### src/common/dmix_pkg.sv
package dmix_pkg;

    // Audio sample format
    localparam int SAMPLE_W = 24;

    // Frame buffer sizing
    localparam int FIFO_DEPTH = 8;
    localparam int PTR_W = 3;

    // Credit counter must hold FIFO_DEPTH itself
    localparam int CREDIT_W = 4;

    // I2S timing in clk245760 cycles
    localparam int FRAME_CLKS = 256;
    localparam int BCK_DIV = 4;

    // Bit slots per channel half, 64 per frame
    localparam int SLOT_BITS = 32;

    typedef logic signed [SAMPLE_W-1:0] sample_t;

endpackage

### src/logic/dai_sample_pairer.sv
`timescale 1ns/1ps

module dai_sample_pairer (
    input  logic              clk245760,
    input  logic              rst,

    input  dmix_pkg::sample_t smp_data_i,
    input  logic              smp_lrck_i,
    input  logic              smp_ack_i,

    input  logic              credit_i,
    output logic              push_o,
    output dmix_pkg::sample_t push_left_o,
    output dmix_pkg::sample_t push_right_o,

    output logic              sync_err_o,
    output logic              overflow_o
);

    localparam logic [dmix_pkg::CREDIT_W-1:0] CREDIT_INIT =
        dmix_pkg::CREDIT_W'(dmix_pkg::FIFO_DEPTH);

    dmix_pkg::sample_t             held_left;
    logic                          held_valid;
    logic [dmix_pkg::CREDIT_W-1:0] credit_cnt;

    logic left_in;
    logic right_in;
    logic pair_done;
    logic push_take;

    assign left_in   = smp_ack_i & smp_lrck_i;
    assign right_in  = smp_ack_i & ~smp_lrck_i;
    assign pair_done = right_in & held_valid;
    // A pair only goes out if a credit is on hand
    assign push_take = pair_done & (credit_cnt != '0);

    // Pending left sample
    always_ff @(posedge clk245760) begin
        if (rst) begin
            held_valid <= 1'b0;
        end else if (left_in) begin
            held_valid <= 1'b1;
        end else if (right_in) begin
            held_valid <= 1'b0;
        end
    end

    always_ff @(posedge clk245760) begin
        if (left_in) begin
            held_left <= smp_data_i;
        end
    end

    // Ordering errors and dropped pairs
    always_ff @(posedge clk245760) begin
        if (rst) begin
            sync_err_o <= 1'b0;
            overflow_o <= 1'b0;
        end else begin
            sync_err_o <= (left_in & held_valid) | (right_in & ~held_valid);
            overflow_o <= pair_done & (credit_cnt == '0);
        end
    end

    always_ff @(posedge clk245760) begin
        if (rst) begin
            push_o <= 1'b0;
        end else begin
            push_o <= push_take;
        end
    end

    always_ff @(posedge clk245760) begin
        if (push_take) begin
            push_left_o  <= held_left;
            push_right_o <= smp_data_i;
        end
    end

    // A push spends a credit and a credit pulse returns one
    always_ff @(posedge clk245760) begin
        if (rst) begin
            credit_cnt <= CREDIT_INIT;
        end else if (push_take && !credit_i) begin
            credit_cnt <= credit_cnt - 1'b1;
        end else if (credit_i && !push_take) begin
            credit_cnt <= credit_cnt + 1'b1;
        end
    end

    // More credits than buffer slots means a stray credit pulse
    a_credit_bound: assert property (
        @(posedge clk245760) disable iff (rst)
        credit_cnt <= CREDIT_INIT
    );

endmodule

### src/logic/sample_fifo.sv
`timescale 1ns/1ps

module sample_fifo (
    input  logic              clk245760,
    input  logic              rst,

    input  logic              push_i,
    input  dmix_pkg::sample_t push_left_i,
    input  dmix_pkg::sample_t push_right_i,

    input  logic              pop_i,
    output logic              empty_o,
    output dmix_pkg::sample_t head_left_o,
    output dmix_pkg::sample_t head_right_o,

    output logic              credit_o
);

    localparam int CNT_W = dmix_pkg::PTR_W + 1;

    dmix_pkg::sample_t mem_left  [dmix_pkg::FIFO_DEPTH];
    dmix_pkg::sample_t mem_right [dmix_pkg::FIFO_DEPTH];

    logic [dmix_pkg::PTR_W-1:0] wr_ptr;
    logic [dmix_pkg::PTR_W-1:0] rd_ptr;
    logic [CNT_W-1:0]           count;

    // Storage, written on every push
    always_ff @(posedge clk245760) begin
        if (push_i) begin
            mem_left[wr_ptr]  <= push_left_i;
            mem_right[wr_ptr] <= push_right_i;
        end
    end

    always_ff @(posedge clk245760) begin
        if (rst) begin
            wr_ptr <= '0;
            rd_ptr <= '0;
        end else begin
            if (push_i) begin
                wr_ptr <= wr_ptr + 1'b1;
            end
            if (pop_i) begin
                rd_ptr <= rd_ptr + 1'b1;
            end
        end
    end

    // Occupancy
    always_ff @(posedge clk245760) begin
        if (rst) begin
            count <= '0;
        end else if (push_i && !pop_i) begin
            count <= count + 1'b1;
        end else if (pop_i && !push_i) begin
            count <= count - 1'b1;
        end
    end

    // One credit back per frame removed
    always_ff @(posedge clk245760) begin
        if (rst) begin
            credit_o <= 1'b0;
        end else begin
            credit_o <= pop_i;
        end
    end

    // Fall-through head
    assign empty_o      = (count == '0);
    assign head_left_o  = mem_left[rd_ptr];
    assign head_right_o = mem_right[rd_ptr];

    a_no_pop_empty: assert property (
        @(posedge clk245760) disable iff (rst)
        pop_i |-> !empty_o
    );

    // Producer credits must keep us from ever overfilling
    a_no_overfill: assert property (
        @(posedge clk245760) disable iff (rst)
        count <= CNT_W'(dmix_pkg::FIFO_DEPTH)
    );

endmodule

### src/dac/dac_i2s_drv.sv
`timescale 1ns/1ps

module dac_i2s_drv (
    input  logic              clk245760,
    input  logic              rst,

    input  logic              empty_i,
    input  dmix_pkg::sample_t head_left_i,
    input  dmix_pkg::sample_t head_right_i,
    output logic              pop_o,

    output logic              bck_o,
    output logic              lrck_o,
    output logic              data_o,

    output logic              underrun_o
);

    localparam int CNT_W   = $clog2(dmix_pkg::FRAME_CLKS);
    localparam int BCK_LSB = $clog2(dmix_pkg::BCK_DIV);
    localparam int SLOT_W  = $clog2(dmix_pkg::SLOT_BITS);
    localparam logic [CNT_W-1:0] LAST_CNT = CNT_W'(dmix_pkg::FRAME_CLKS - 1);

    logic [CNT_W-1:0]  cnt;
    logic [CNT_W-1:0]  cnt_next;
    logic              frame_end;
    logic              slot_end;

    dmix_pkg::sample_t frame_left;
    dmix_pkg::sample_t frame_right;

    logic [SLOT_W-1:0] next_slot;
    logic              next_right;
    dmix_pkg::sample_t next_word;
    logic              next_bit;

    // Frame counter wraps once per I2S frame
    always_ff @(posedge clk245760) begin
        if (rst) begin
            cnt <= '0;
        end else begin
            cnt <= cnt_next;
        end
    end

    assign cnt_next  = cnt + 1'b1;
    assign frame_end = (cnt == LAST_CNT);
    assign slot_end  = (cnt[BCK_LSB-1:0] == '1);

    // Bit and word clocks straight off the counter
    assign bck_o  = cnt[BCK_LSB-1];
    assign lrck_o = cnt[CNT_W-1];

    assign pop_o = frame_end & ~empty_i;

    // Latch the head frame or zeros when the buffer ran dry
    always_ff @(posedge clk245760) begin
        if (rst) begin
            frame_left  <= '0;
            frame_right <= '0;
        end else if (frame_end) begin
            if (empty_i) begin
                frame_left  <= '0;
                frame_right <= '0;
            end else begin
                frame_left  <= head_left_i;
                frame_right <= head_right_i;
            end
        end
    end

    always_ff @(posedge clk245760) begin
        if (rst) begin
            underrun_o <= 1'b0;
        end else begin
            underrun_o <= frame_end & empty_i;
        end
    end

    // Slot about to start after the next falling bck edge
    assign next_slot  = cnt_next[BCK_LSB +: SLOT_W];
    assign next_right = cnt_next[CNT_W-1];
    assign next_word  = next_right ? frame_right : frame_left;

    // MSB goes out in slot 1, one bck after the lrck edge
    always_comb begin
        next_bit = 1'b0;
        if (next_slot >= SLOT_W'(1) && next_slot <= SLOT_W'(dmix_pkg::SAMPLE_W)) begin
            next_bit = next_word[dmix_pkg::SAMPLE_W - int'(next_slot)];
        end
    end

    // Data moves with the falling edge of bck
    always_ff @(posedge clk245760) begin
        if (rst) begin
            data_o <= 1'b0;
        end else if (slot_end) begin
            data_o <= next_bit;
        end
    end

endmodule

### src/logic/dmix_top.sv
`timescale 1ns/1ps

module dmix_top (
    input  logic              clk245760,
    input  logic              rst,

    // Receiver sample stream
    input  dmix_pkg::sample_t smp_data_i,
    input  logic              smp_lrck_i,
    input  logic              smp_ack_i,

    // I2S to DAC
    output logic              dac_bck_o,
    output logic              dac_lrck_o,
    output logic              dac_data_o,

    // Status pulses
    output logic              sync_err_o,
    output logic              overflow_o,
    output logic              underrun_o
);

    logic              push;
    dmix_pkg::sample_t push_left;
    dmix_pkg::sample_t push_right;
    logic              credit;

    logic              fifo_empty;
    dmix_pkg::sample_t head_left;
    dmix_pkg::sample_t head_right;
    logic              pop;

    dai_sample_pairer u_pairer (
        .clk245760    (clk245760),
        .rst          (rst),
        .smp_data_i   (smp_data_i),
        .smp_lrck_i   (smp_lrck_i),
        .smp_ack_i    (smp_ack_i),
        .credit_i     (credit),
        .push_o       (push),
        .push_left_o  (push_left),
        .push_right_o (push_right),
        .sync_err_o   (sync_err_o),
        .overflow_o   (overflow_o)
    );

    sample_fifo u_fifo (
        .clk245760    (clk245760),
        .rst          (rst),
        .push_i       (push),
        .push_left_i  (push_left),
        .push_right_i (push_right),
        .pop_i        (pop),
        .empty_o      (fifo_empty),
        .head_left_o  (head_left),
        .head_right_o (head_right),
        .credit_o     (credit)
    );

    dac_i2s_drv u_dac (
        .clk245760    (clk245760),
        .rst          (rst),
        .empty_i      (fifo_empty),
        .head_left_i  (head_left),
        .head_right_i (head_right),
        .pop_o        (pop),
        .bck_o        (dac_bck_o),
        .lrck_o       (dac_lrck_o),
        .data_o       (dac_data_o),
        .underrun_o   (underrun_o)
    );

endmodule

### config.mk
export PLATFORM = sky130hd
export DESIGN_NAME = dmix_top
export DESIGN_NICKNAME = d
export VERILOG_FILES = /design/src/common/dmix_pkg.sv /design/src/logic/dai_sample_pairer.sv /design/src/logic/sample_fifo.sv /design/src/dac/dac_i2s_drv.sv /design/src/logic/dmix_top.sv
export SDC_FILE = /design/constraint.sdc
export NUM_CORES = 1
export LEC_CHECK = 0
export ABC_AREA = 1
export BUFFER_PORTS_ARGS = -buffer_cell sky130_fd_sc_hd__buf_2
export CAP_MARGIN = 20
export CORE_MARGIN = 2
export CORE_UTILIZATION = 40
export CTS_CLUSTER_DIAMETER = 80
export DETAILED_ROUTE_END_ITERATION = 8
export GPL_ROUTABILITY_DRIVEN = 0
export PLACE_DENSITY = 0.57
export SYNTH_ARGS = -nofsm -noshare
export SYNTH_HDL_FRONTEND = slang
export SYNTH_SLANG_ARGS = --single-unit
export TNS_END_PERCENT = 20
### constraint.sdc
create_clock -name clk245760 -period 5.53 [get_ports clk245760]
set_input_delay 0.553 -clock clk245760 [delete_from_list [all_inputs] [get_ports clk245760]]
set_output_delay 0.553 -clock clk245760 [all_outputs]
set_load 0.01 [all_outputs]
# Yosys cells after proc, flatten, opt, wreduce, memory -nomap -nowiden
# Memories as Yosys holds them, arrays and structs flattened. A register that Yosys moved wholly into a read port is not among the register bits.
# Index checks and enable logic that the tools add are counted.
[classes] add_sub_neg=8 muxes=19 bitwise=13 reduce_logical=15 eq_ne=2 magnitude_cmp=3
[op_table] operator="2-to-1 mux 24 bit" count=3
[op_table] operator="less-than comparator 32 x 7 -> 1 bit, second input constant" count=1
[op_table] operator="2-to-1 mux 4 bit" count=4
[op_table] operator="2-to-1 mux 3 bit" count=4
[op_table] operator="bitwise AND 1 bit" count=9
[op_table] operator="adder 4 x 1 -> 4 bit, second input constant" count=2
[op_table] operator="adder 8 x 1 -> 8 bit, second input constant" count=1
[op_table] operator="== test 8 bit, second input constant" count=1
[op_table] operator="logical NOT 4 bit" count=2
[op_table] operator="subtractor 4 x 1 -> 4 bit, second input constant" count=2
[op_table] operator="2-to-1 mux 1 bit" count=7
[op_table] operator="adder 3 x 1 -> 3 bit, second input constant" count=2
[op_table] operator="nonzero test 2 bit" count=3
[op_table] operator="subtractor 5 x 5 -> 6 bit, first input constant" count=1
[op_table] operator="binary-select mux 1 bit (select 5 bit)" count=1
[op_table] operator=">= comparator 5 x 1 -> 1 bit, second input constant" count=1
[op_table] operator="less-or-equal comparator 5 bit, second input constant" count=1
[op_table] operator="logical AND 1 bit" count=5
[op_table] operator="logical NOT 1 bit" count=4
[op_table] operator="nonzero test 4 bit" count=1
[op_table] operator="NOT 1 bit" count=3
[op_table] operator="== test 2 bit, second input constant" count=1
[op_table] operator="OR 1 bit" count=1
[word_totals] out_inout_bits=6 wordCells=79 input_bits=28 n_memories=2 ramBits=384 regBits=149
[memory_table] name="u_fifo.mem_left" depth=8 word_bits=24 rd=1 rd_clocked_by_memory_dff=1 wr=1 line="sample_fifo.sv:21" source="dmix_pkg::sample_t mem_left [dmix_pkg::FIFO_DEPTH];"
[memory_table] name="u_fifo.mem_right" depth=8 word_bits=24 rd=1 rd_clocked_by_memory_dff=1 wr=1 line="sample_fifo.sv:22" source="dmix_pkg::sample_t mem_right [dmix_pkg::FIFO_DEPTH];"

# Longest topological paths before layout
# Gate-level depths: netlist of run 1.
[logic_depth] depth_word=8 ltp_mapped=16 ltp_nobuf=16

# Hierarchy
# From an unflattened synthesis of run 1, not the netlist that was laid out.
[hier_totals] hier_cells=1878 hier_area_um2=21245.4
[modules_own_cells] module="sample_fifo" area_each_um2=15885.2 cells_per_inst=1362 seq_area_each_um2=11811.3 n_inst=1
[modules_own_cells] module="dac_i2s_drv" area_each_um2=2766.4 cells_per_inst=389 seq_area_each_um2=1161.1 n_inst=1
[modules_own_cells] module="dai_sample_pairer" area_each_um2=2593.7 cells_per_inst=127 seq_area_each_um2=2322.2 n_inst=1

# Worst setup path after synthesis of run 1
# Ideal clock, no wire load.
[synth_path] kind="in2reg" start="input port smp_ack_i" end="register u_pairer.credit_cnt[3] in the netlist's numbering" slack_ns=1.056 path_stages=14 required_time_ns=5.407 setup_time_ns=0.123 t_arrival_ns=4.350 path_buffers=0 path_cell_list="inv_1 > nor2_1 > nand2_1 > nor2_1 > ha_1 > ha_1 > nand2_1 > nor2_1 > a211oi_1 > o21ai_0 > a21oi_1 > inv_1 > a21oi_1 > o21ai_0"
[synth_via] elab_chain_cells=6 elab_cells_between_ends=8 classes_between="mux (1); bitwise (3); reduce/logical (4)"
[synth_lines] element="start: declaration" line="dmix_top.sv:10" source="input logic smp_ack_i,"
[synth_lines] element="bitwise AND 1 bit *" line="dai_sample_pairer.sv:33" source="assign right_in = smp_ack_i & ~smp_lrck_i;"
[synth_lines] element="bitwise AND 1 bit *" line="dai_sample_pairer.sv:34" source="assign pair_done = right_in & held_valid;"
[synth_lines] element="bitwise AND 1 bit *" line="dai_sample_pairer.sv:36" source="assign push_take = pair_done & (credit_cnt != '0);"
[synth_lines] element="net u_pairer.push_take" line="dai_sample_pairer.sv:30" source="logic push_take;"
[synth_lines] element="logical NOT 1 bit" line="dai_sample_pairer.sv:87" source="end else if (credit_i && !push_take) begin"
[synth_lines] element="logical AND 1 bit" line="dai_sample_pairer.sv:87"
[synth_lines] element="nonzero test 2 bit (no source line)"
[synth_lines] element="end signal: assignment" line="dai_sample_pairer.sv:86" source="credit_cnt <= credit_cnt - 1'b1;"
[synth_lines] element="end signal: assignment" line="dai_sample_pairer.sv:88" source="credit_cnt <= credit_cnt + 1'b1;"
[synth_lines] element="end signal: assignment" line="dai_sample_pairer.sv:95" source="credit_cnt <= CREDIT_INIT"
[synth_lines] element="end: declaration" line="dai_sample_pairer.sv:25" source="logic [dmix_pkg::CREDIT_W-1:0] credit_cnt;"
# Mark *: on every way through the listed nets, which the timed path passes. The rest lies on a longest branch.
# A chain may end at the register's enable or synchronous reset.

# Worst setup path after layout of run 1
[layout_path] start="register u_dac.cnt[1]" end="register u_fifo.count[3]"
[layout_via] elab_chain_cells=5 elab_cells_between_ends=7 classes_between="eq/ne (1); mux (1); bitwise (1); reduce/logical (4)"
[layout_lines] element="start: declaration" line="dac_i2s_drv.sv:24" source="logic [CNT_W-1:0] cnt;"
[layout_lines] element="start signal: assignment" line="dac_i2s_drv.sv:42" source="cnt <= cnt_next;"
[layout_lines] element="== test 8 bit *" line="dac_i2s_drv.sv:47" source="assign frame_end = (cnt == LAST_CNT);"
[layout_lines] element="bitwise AND 1 bit *" line="dac_i2s_drv.sv:54" source="assign pop_o = frame_end & ~empty_i;"
[layout_lines] element="logical NOT 1 bit" line="sample_fifo.sv:54" source="end else if (push_i && !pop_i) begin"
[layout_lines] element="logical AND 1 bit" line="sample_fifo.sv:54"
[layout_lines] element="2-to-1 mux 4 bit / nonzero test 2 bit (equally long branches)"
[layout_lines] element="end signal: assignment" line="sample_fifo.sv:55" source="count <= count + 1'b1;"
[layout_lines] element="end signal: assignment" line="sample_fifo.sv:57" source="count <= count - 1'b1;"
[layout_lines] element="end: declaration" line="sample_fifo.sv:26" source="logic [CNT_W-1:0] count;"
# Mark *: on every way between the ends. The rest lies on a longest branch, timed or not.

==> summary.txt, run 1 <==
Power
  • Gate power share: 1.4%
  • Total power: 8.08 mW
  • PD cells: 348 nW/µm²
  • Sw frac: 19.3%
  • Clk network pwr share: 44.1%
  • Leakage: 7.73 nW
  • Internal: 6.52 mW
  • Max IR drop VDD: 0.222 mV
  • Seq pwr share: 54.5%
  • Sw Pwr: 1.56 mW

Global route
  • Grt ovf: 0
  • Largest net degree at the start of global routing: 106
  • First-pass GRT wire length: 71300 µm
  • Initial antenna violation count: 0
  • Overall Global Routing Usage: 17.3%
  • Vias in the first global route: 12200

STA
  • Slew @ Worst Pin: 0.943 ns
  • Final setup fails: 0
  • RSZ-0062 raised after global routing: no
  • Final Critical Period: 3.66 ns
  • Total negative setup slack: 0 ns
  • Slew Limit Fails: 0
  • Final period util: 66.1%
  • Highest clock rate: 274 MHz
  • Final Skew: 0.0215 ns
  • Hold Fails Final Rpt: 0
  • Slew headroom: 37.0%

Place
  • Port-buffer cells: 33
  • Dpl cells: 2287
  • Post-DP HPWL: 24300 µm

Critical path
  • Required @ worst endpoint: 6.04 ns
  • Worst Path Class, Setup: flip-flop to flip-flop
  • Worst path arrival time: 4.16 ns
  • R2R depth: 17
  • Crit. End Element: flip-flop
  • Startpoint Class: flip-flop
  • Critical path peak fanout: 49

Clock network
  • Hold_buf cts: 0
  • Root Driver: clkbuf_16
  • Post-CTS setup buffer count: 0
  • Post-cts sizing count: 0
  • H-tree depth: 2
  • Clock latency on the worst-skew pair: 0.60 ns
  • CTS Buffer Depth: 3
  • TritonCTS clock tree: done
  • Num Clock Sinks: 536
  • CTS Buf Count: 52
  • Clk slew on worst S/H paths: 0.06 ns

Floorplanning
  • Die area: 53500 µm²
  • Initial core utilization: 40.4%
  • Core ar.: 51200 µm²
  • Die width: 231 µm
  • # rows: 83
  • Die height: 231 µm
  • # IOs: 34

Cells and area
  • Diodes inserted: 0
  • Share of layout cells above drive strength 1: 9.86%
  • Fill cell count: 4584
  • Layout Nets: 1702
  • Fin cells: 2383
  • Layout area overhead: 12.3%

Detailed routing
  • Antenna Nets Post-Route: 0
  • DRT iter0 DRCs: 824
  • Drt pass-1 iters: 5
  • Vias per Instance: 5.26
  • Wire length per cell: 19.4 µm
  • # DRC: 0
  • DRT Wirelength: 46100 µm
  • Vias: 12500

Logic synthesis
  • Synth Instances: 1654
  • Top_reg_cell synth: edfxtp_1
  • Cell area after synthesis: 20700 µm²
  • Ys Warns: 0
  • Asr flop ratio synth: 0%
  • Post-synth EDFFs: 456
  • Sequential share of the synthesized area: 74.0%
  • Avg Cell Area, Syn: 12.5 µm²
  • Post-synthesis cell type count: 36
  • Synthesis-stage register bit count: 536
  • Syn nets: 1695

Outcome
  • Status: finished clean

Worst hold path
  • Worst hold stages: 1
  • Kind of path behind the tightest hold check: input port to flip-flop

Flow run
  • Max-cap check violation count: 0
==> cell usage in the layout, fill, tap and decap left out, types with 2 or more instances in the layout <==
cell | netlist | final
edfxtp_1 | 456 | 456
nor2_1 | 321 | 312
nand2_1 | 291 | 291
o21ai_0 | 110 | 110
o32ai_1 | 96 | 96
dfxtp_1 | 80 | 77
nand3_1 | 53 | 53
clkbuf_16 | 0 | 53
a21oi_1 | 52 | 52
buf_2 | 26 | 33
inv_1 | 33 | 30
buf_4 | 3 | 15
nor2_4 | 4 | 13
clkinv_1 | 0 | 11
ha_1 | 11 | 11
a32o_1 | 10 | 10
clkinv_2 | 0 | 9
clkbuf_1 | 59 | 8
inv_2 | 5 | 6
bufinv_16 | 0 | 6
nand2_2 | 5 | 5
xor2_1 | 5 | 5
clkbuf_8 | 0 | 4
clkbuf_4 | 0 | 4
nor3_2 | 3 | 3
dfxtp_4 | 0 | 3
nor2_2 | 2 | 2
xor2_2 | 2 | 2
nor4_1 | 2 | 2
a211oi_1 | 2 | 2
and3_1 | 2 | 2
o21ai_1 | 2 | 2
fa_1 | 2 | 2
clkinvlp_4 | 0 | 2
buf_12 | 0 | 2
==> registers in the layout (all words and copies together), names as in the netlist, 3 cells and up, named ones only <==
signal                 flops
u_dac.cnt                  8
u_fifo.count               4
u_dac.frame_right         24
u_fifo.mem_right         192
u_fifo.wr_ptr              3
u_fifo.rd_ptr              3
u_pairer.push_left_o      24
u_pairer.credit_cnt        4
u_fifo.mem_left          192
u_dac.frame_left          24
u_pairer.push_right_o     24
u_pairer.held_left        24
==> layer usage <==
layer | wire length [µm] | track usage (%) | part of all wire, %
met1 | 21000 | 23.9 | 46
met2 | 22100 | 28.4 | 48
met5 | 0 | 0 | 0
met4 | 913 | 4.35 | 2.0
met3 | 2080 | 2.82 | 4.5
==> critical path, cell delays in order (launching register included) <==
cell	delay, ns
dfxtp_1	0.38
ha_1	0.25
nand2_2	0.11
nor3_2	0.24
inv_2	0.05
nor3_2	0.15
inv_2	0.34
nor2_4	0.17
buf_4	0.40
inv_2	0.10
ha_1	0.23
inv_1	0.13
ha_1	0.28
and3_1	0.18
a211oi_1	0.22
xor2_1	0.17
nand2_1	0.06
a21oi_1	0.12
==> power groups by stage <==
stage          clock, mW  sequential [mW]  combinational, mW
6_report            3.56             4.40              0.112
3_5_place_dp           0             4.49              0.114
2_1_floorplan          0             4.48             0.0668
4_1_cts             3.65             4.40              0.115
3_3_place_gp           0             4.48              0.112
5_1_grt             3.79             4.40              0.126
==> cells in the mapped netlist (3+ instances only) <==
master / number / area share (%)
a21oi_1: 52 / 1.3
a32o_1: 10 / 0.48
buf_1: 7 / 0.13
buf_2: 26 / 0.63
buf_4: 3 / 0.11
clkbuf_1: 59 / 1.1
dfxtp_1: 80 / 7.7
edfxtp_1: 456 / 66
ha_1: 11 / 0.67
inv_1: 33 / 0.60
inv_2: 5 / 0.091
nand2_1: 291 / 5.3
nand2_2: 5 / 0.15
nand3_1: 53 / 1.3
nor2_1: 321 / 5.8
nor2_4: 4 / 0.22
nor3_2: 3 / 0.15
o21ai_0: 110 / 2.7
o32ai_1: 96 / 4.1
xor2_1: 5 / 0.21
==> layout make-up <==
class	count	area (µm²)	share of cell area, %
Inverter	38	148	0.636
Clock inverter	27	278	1.20
Clock buffer	69	1440	6.21
Timing Repair Buffer	50	318	1.37
Sequential cell	536	15300	65.9
Multi-Input combinational cell	983	4880	21.0
Tap cell	680	851	3.66
==> kinds of logic after synthesis <==
family          synth area share, %
simple gates                   13.4
fa+ha+maj                     0.860
compound gates                 8.64
flops                          74.0
xor+xnor                      0.412
buf+inv                        2.74
==> path summary, 6_finish.rpt <==
| kind | from | end | slack, ns |
|---|---|---|---|
| min reg2reg | u_pairer.held_left[20]$_DFFE_PP_ | u_pairer.push_left_o[20]$_DFFE_PN_ | 0.41 |
| max reg2reg | u_dac.cnt[1]$_SDFF_PP0_ | u_fifo.count[3]$_SDFFE_PP0P_ | 1.87 |
| min | smp_data_i[22] | u_pairer.push_right_o[22]$_DFFE_PN_ | 0.15 |
| max | u_dac.cnt[1]$_SDFF_PP0_ | u_fifo.count[3]$_SDFFE_PP0P_ | 1.87 |
==> stage by stage <==
stage	hold slack [ns]	instance area, µm²	utilization, %	setup WS, ns
after floorplan	0.400	20700	-	1.06
after global placement	0.403	21500	42.0	1.90
after detailed placement	0.405	21500	42.0	1.79
after CTS	0.115	23200	45.4	1.79
after global routing	0.124	23200	45.4	1.54
final	0.150	23200	45.4	1.87
No activity file was read; power rests on OpenSTA's default activity.
==> run 2: changes to the inputs <==
- PLACE_DENSITY: 0.57 -> 0.59
- clock period: 5.53 -> 3 ns (I/O delays scaled with it)
==> summary.txt, run 2 (synthesis results as in run 1) <==
STA
  • Hold Fails Final Rpt: 0 (unchanged)
  • RSZ-0062 raised after global routing: no
  • Highest clock rate: 359 MHz (+31%)
  • Total negative setup slack: 0 ns (unchanged)
  • Final setup fails: 0 (unchanged)
  • Final hold slack: 0.343 ns (+0.193 ns)
  • Slew Limit Fails: 0 (unchanged)
  • Final Skew: 0.0147 ns (-0.00675 ns)
  • Final WS setup: 0.218 ns (-1.66 ns)
  • Final Critical Period: 2.78 ns (-0.873 ns)
  • Slew headroom: 37.4% (+0.35 points)
  • Slew @ Worst Pin: 0.939 ns (-0.00408 ns)
  • Final period util: 92.7% (+27 points)

Critical path
  • Crit. End Element: flip-flop
  • Worst path arrival time: 3.29 ns (-0.87 ns)
  • Setup slack, reg-to-reg: 0.22 ns (-1.66 ns)
  • Worst Path Class, Setup: flip-flop to flip-flop
  • Critical path peak fanout: 4 (-92%)
  • Startpoint Class: flip-flop
  • Required @ worst endpoint: 3.51 ns (-2.53 ns)

Power
  • Leakage: 8.04 nW (+4.0%)
  • Max IR drop VDD: 0.457 mV (+110%)
  • PD cells: 633 nW/µm² (+82%)

Detailed routing
  • DRT iter0 DRCs: 1042 (+26%)
  • DRT Wirelength: 46000 µm (-0.30%)
  • Vias per Instance: 5.22 (-0.72%)
  • Drt pass-1 iters: 5 (unchanged)
  • Antenna Nets Post-Route: 0 (unchanged)
  • Vias: 12700 (+1.4%)
  • # DRC: 0 (unchanged)
  • Wire length per cell: 18.9 µm (-2.4%)

Cells and area
  • Share of layout cells above drive strength 1: 10.7% (+0.85 points)
  • Most common cell after layout, fill and taps aside: edfxtp_1
  • Largest registers: u_fifo.mem_left x192, u_fifo.mem_right x192
  • Layout Nets: 1750 (+2.8%)
  • Fill cell count: 4460 (-2.7%)
  • Area of the multi-input gates: 4910 µm² (+0.62%)
  • Diodes inserted: 0 (unchanged)
  • Most frequent cells in the layout: edfxtp_1 (456), nor2_1 (312), nand2_1 (291)
  • Layout area overhead: 15.6%
  • Register area: 15300 µm² (about the same)
  • Final Util: 46.7% (+1.3 points)

Floorplanning
  • Die area: 53500 µm² (unchanged)
  • Initial core utilization: 40.4% (unchanged)
  • Die width: 231 µm (unchanged)
  • Die height: 231 µm (unchanged)
  • # rows: 83 (unchanged)
  • Core ar.: 51200 µm² (unchanged)
  • # IOs: 34 (unchanged)

Clock network
  • CTS Buffer Depth: 3 (unchanged)
  • TritonCTS clock tree: done
  • Root Driver: clkbuf_16
  • Clock latency on the worst-skew pair: 0.60 ns (about the same)
  • Clk slew on worst S/H paths: 0.06 ns (about the same)
  • CTS Buf Count: 55 (+5.8%)
  • Post-CTS setup buffer count: 0 (unchanged)
  • Num Clock Sinks: 536 (unchanged)
  • H-tree depth: 2 (unchanged)

Global route
  • Overall Global Routing Usage: 17.5% (+0.19 points)
  • Largest net degree at the start of global routing: 92 (-13%)
  • First-pass GRT wire length: 72300 µm (+1.5%)
  • Initial antenna violation count: 0 (unchanged)
  • Grt ovf: 0 (unchanged)
  • Vias in the first global route: 12800 (+4.6%)

Outcome
  • Status: finished clean

Place
  • Port-buffer cells: 33 (unchanged)
  • Pre-CTS setup slack: 0.0276 ns (-1.77 ns)
  • Post-DP HPWL: 24200 µm (-0.37%)

Worst hold path
  • Kind of path behind the tightest hold check: input port to flip-flop

Flow run
  • Max-cap check violation count: 0 (unchanged)
-- run 2: cell count changes in the layout (fill, tap and decap cells not counted), sizes merged --
cell         previous run  this run
clkbuf                 69        75
dlygate4sd3             0        27
buf                    50        68
clkinv                 20        21
-- run 2: power by group --
part           internal, mW  total, mW  switching [mW]
clock                  4.06       6.76            2.71
sequential             8.07       8.11          0.0409
combinational        0.0937      0.241           0.148
total                  12.2       15.1            2.89
-- run 2: final cells by class --
cell class                      count  area share, %
Tap cell                          680           3.56
Inverter                           38          0.618
Timing Repair Buffer               95           3.66
Clock inverter                     28           1.19
Clock buffer                       75           6.38
Sequential cell                   536           64.1
Multi-Input combinational cell    983           20.5
-- run 2: per-layer routing --
metal,GRT usage [%],vias up,wire length [µm]
li1,-,6037,-
met1,23.6,6310,20600
met2,29.3,309,22400
met3,2.60,62,2160
met4,5.26,0,838
met5,0,-,0
-- run 2: what timing repair did --
action                                  CTS  global route
hold buffers                             27             0
endpoints found under the setup margin    0             1
endpoints found under the hold margin    50             0
gates resized for setup                   0             5
-- run 2: final timing paths --
check | cells after the start | end | startpoint
worst max register to register | 16 | u_fifo.count[3]$_SDFFE_PP0P_ | u_dac.cnt[1]$_SDFF_PP0_
worst max-delay path | 16 | u_fifo.count[3]$_SDFFE_PP0P_ | u_dac.cnt[1]$_SDFF_PP0_
worst min-delay path | 3 | u_fifo.wr_ptr[0]$_SDFFE_PP0P_ | rst
worst min register to register | 0 | u_pairer.push_left_o[8]$_DFFE_PN_ | u_pairer.held_left[8]$_DFFE_PP_
-- run 2: through the flow --
step / area [µm²] / cells / power (mW)
2_1_floorplan: 20700 / 1654 / 8.38
3_3_place_gp: 21800 / 2305 / 8.48
3_5_place_dp: 21800 / 2305 / 8.48
4_1_cts: 23900 / 2435 / 15.3
5_1_grt: 23900 / 2435 / 15.6
6_report: 23900 / 2435 / 15.1
-- run 2: critical path, cell delays in order, from the launching register on --
cell	delay, ns
dfxtp_1	0.41
ha_4	0.19
nand2_2	0.09
nor3_4	0.22
inv_2	0.07
nor3_4	0.16
inv_2	0.08
nor2_4	0.09
inv_2	0.05
ha_1	0.19
inv_1	0.11
ha_1	0.29
and3_1	0.20
a211oi_2	0.19
xor2_1	0.17
nand2_1	0.06
a21oi_1	0.12
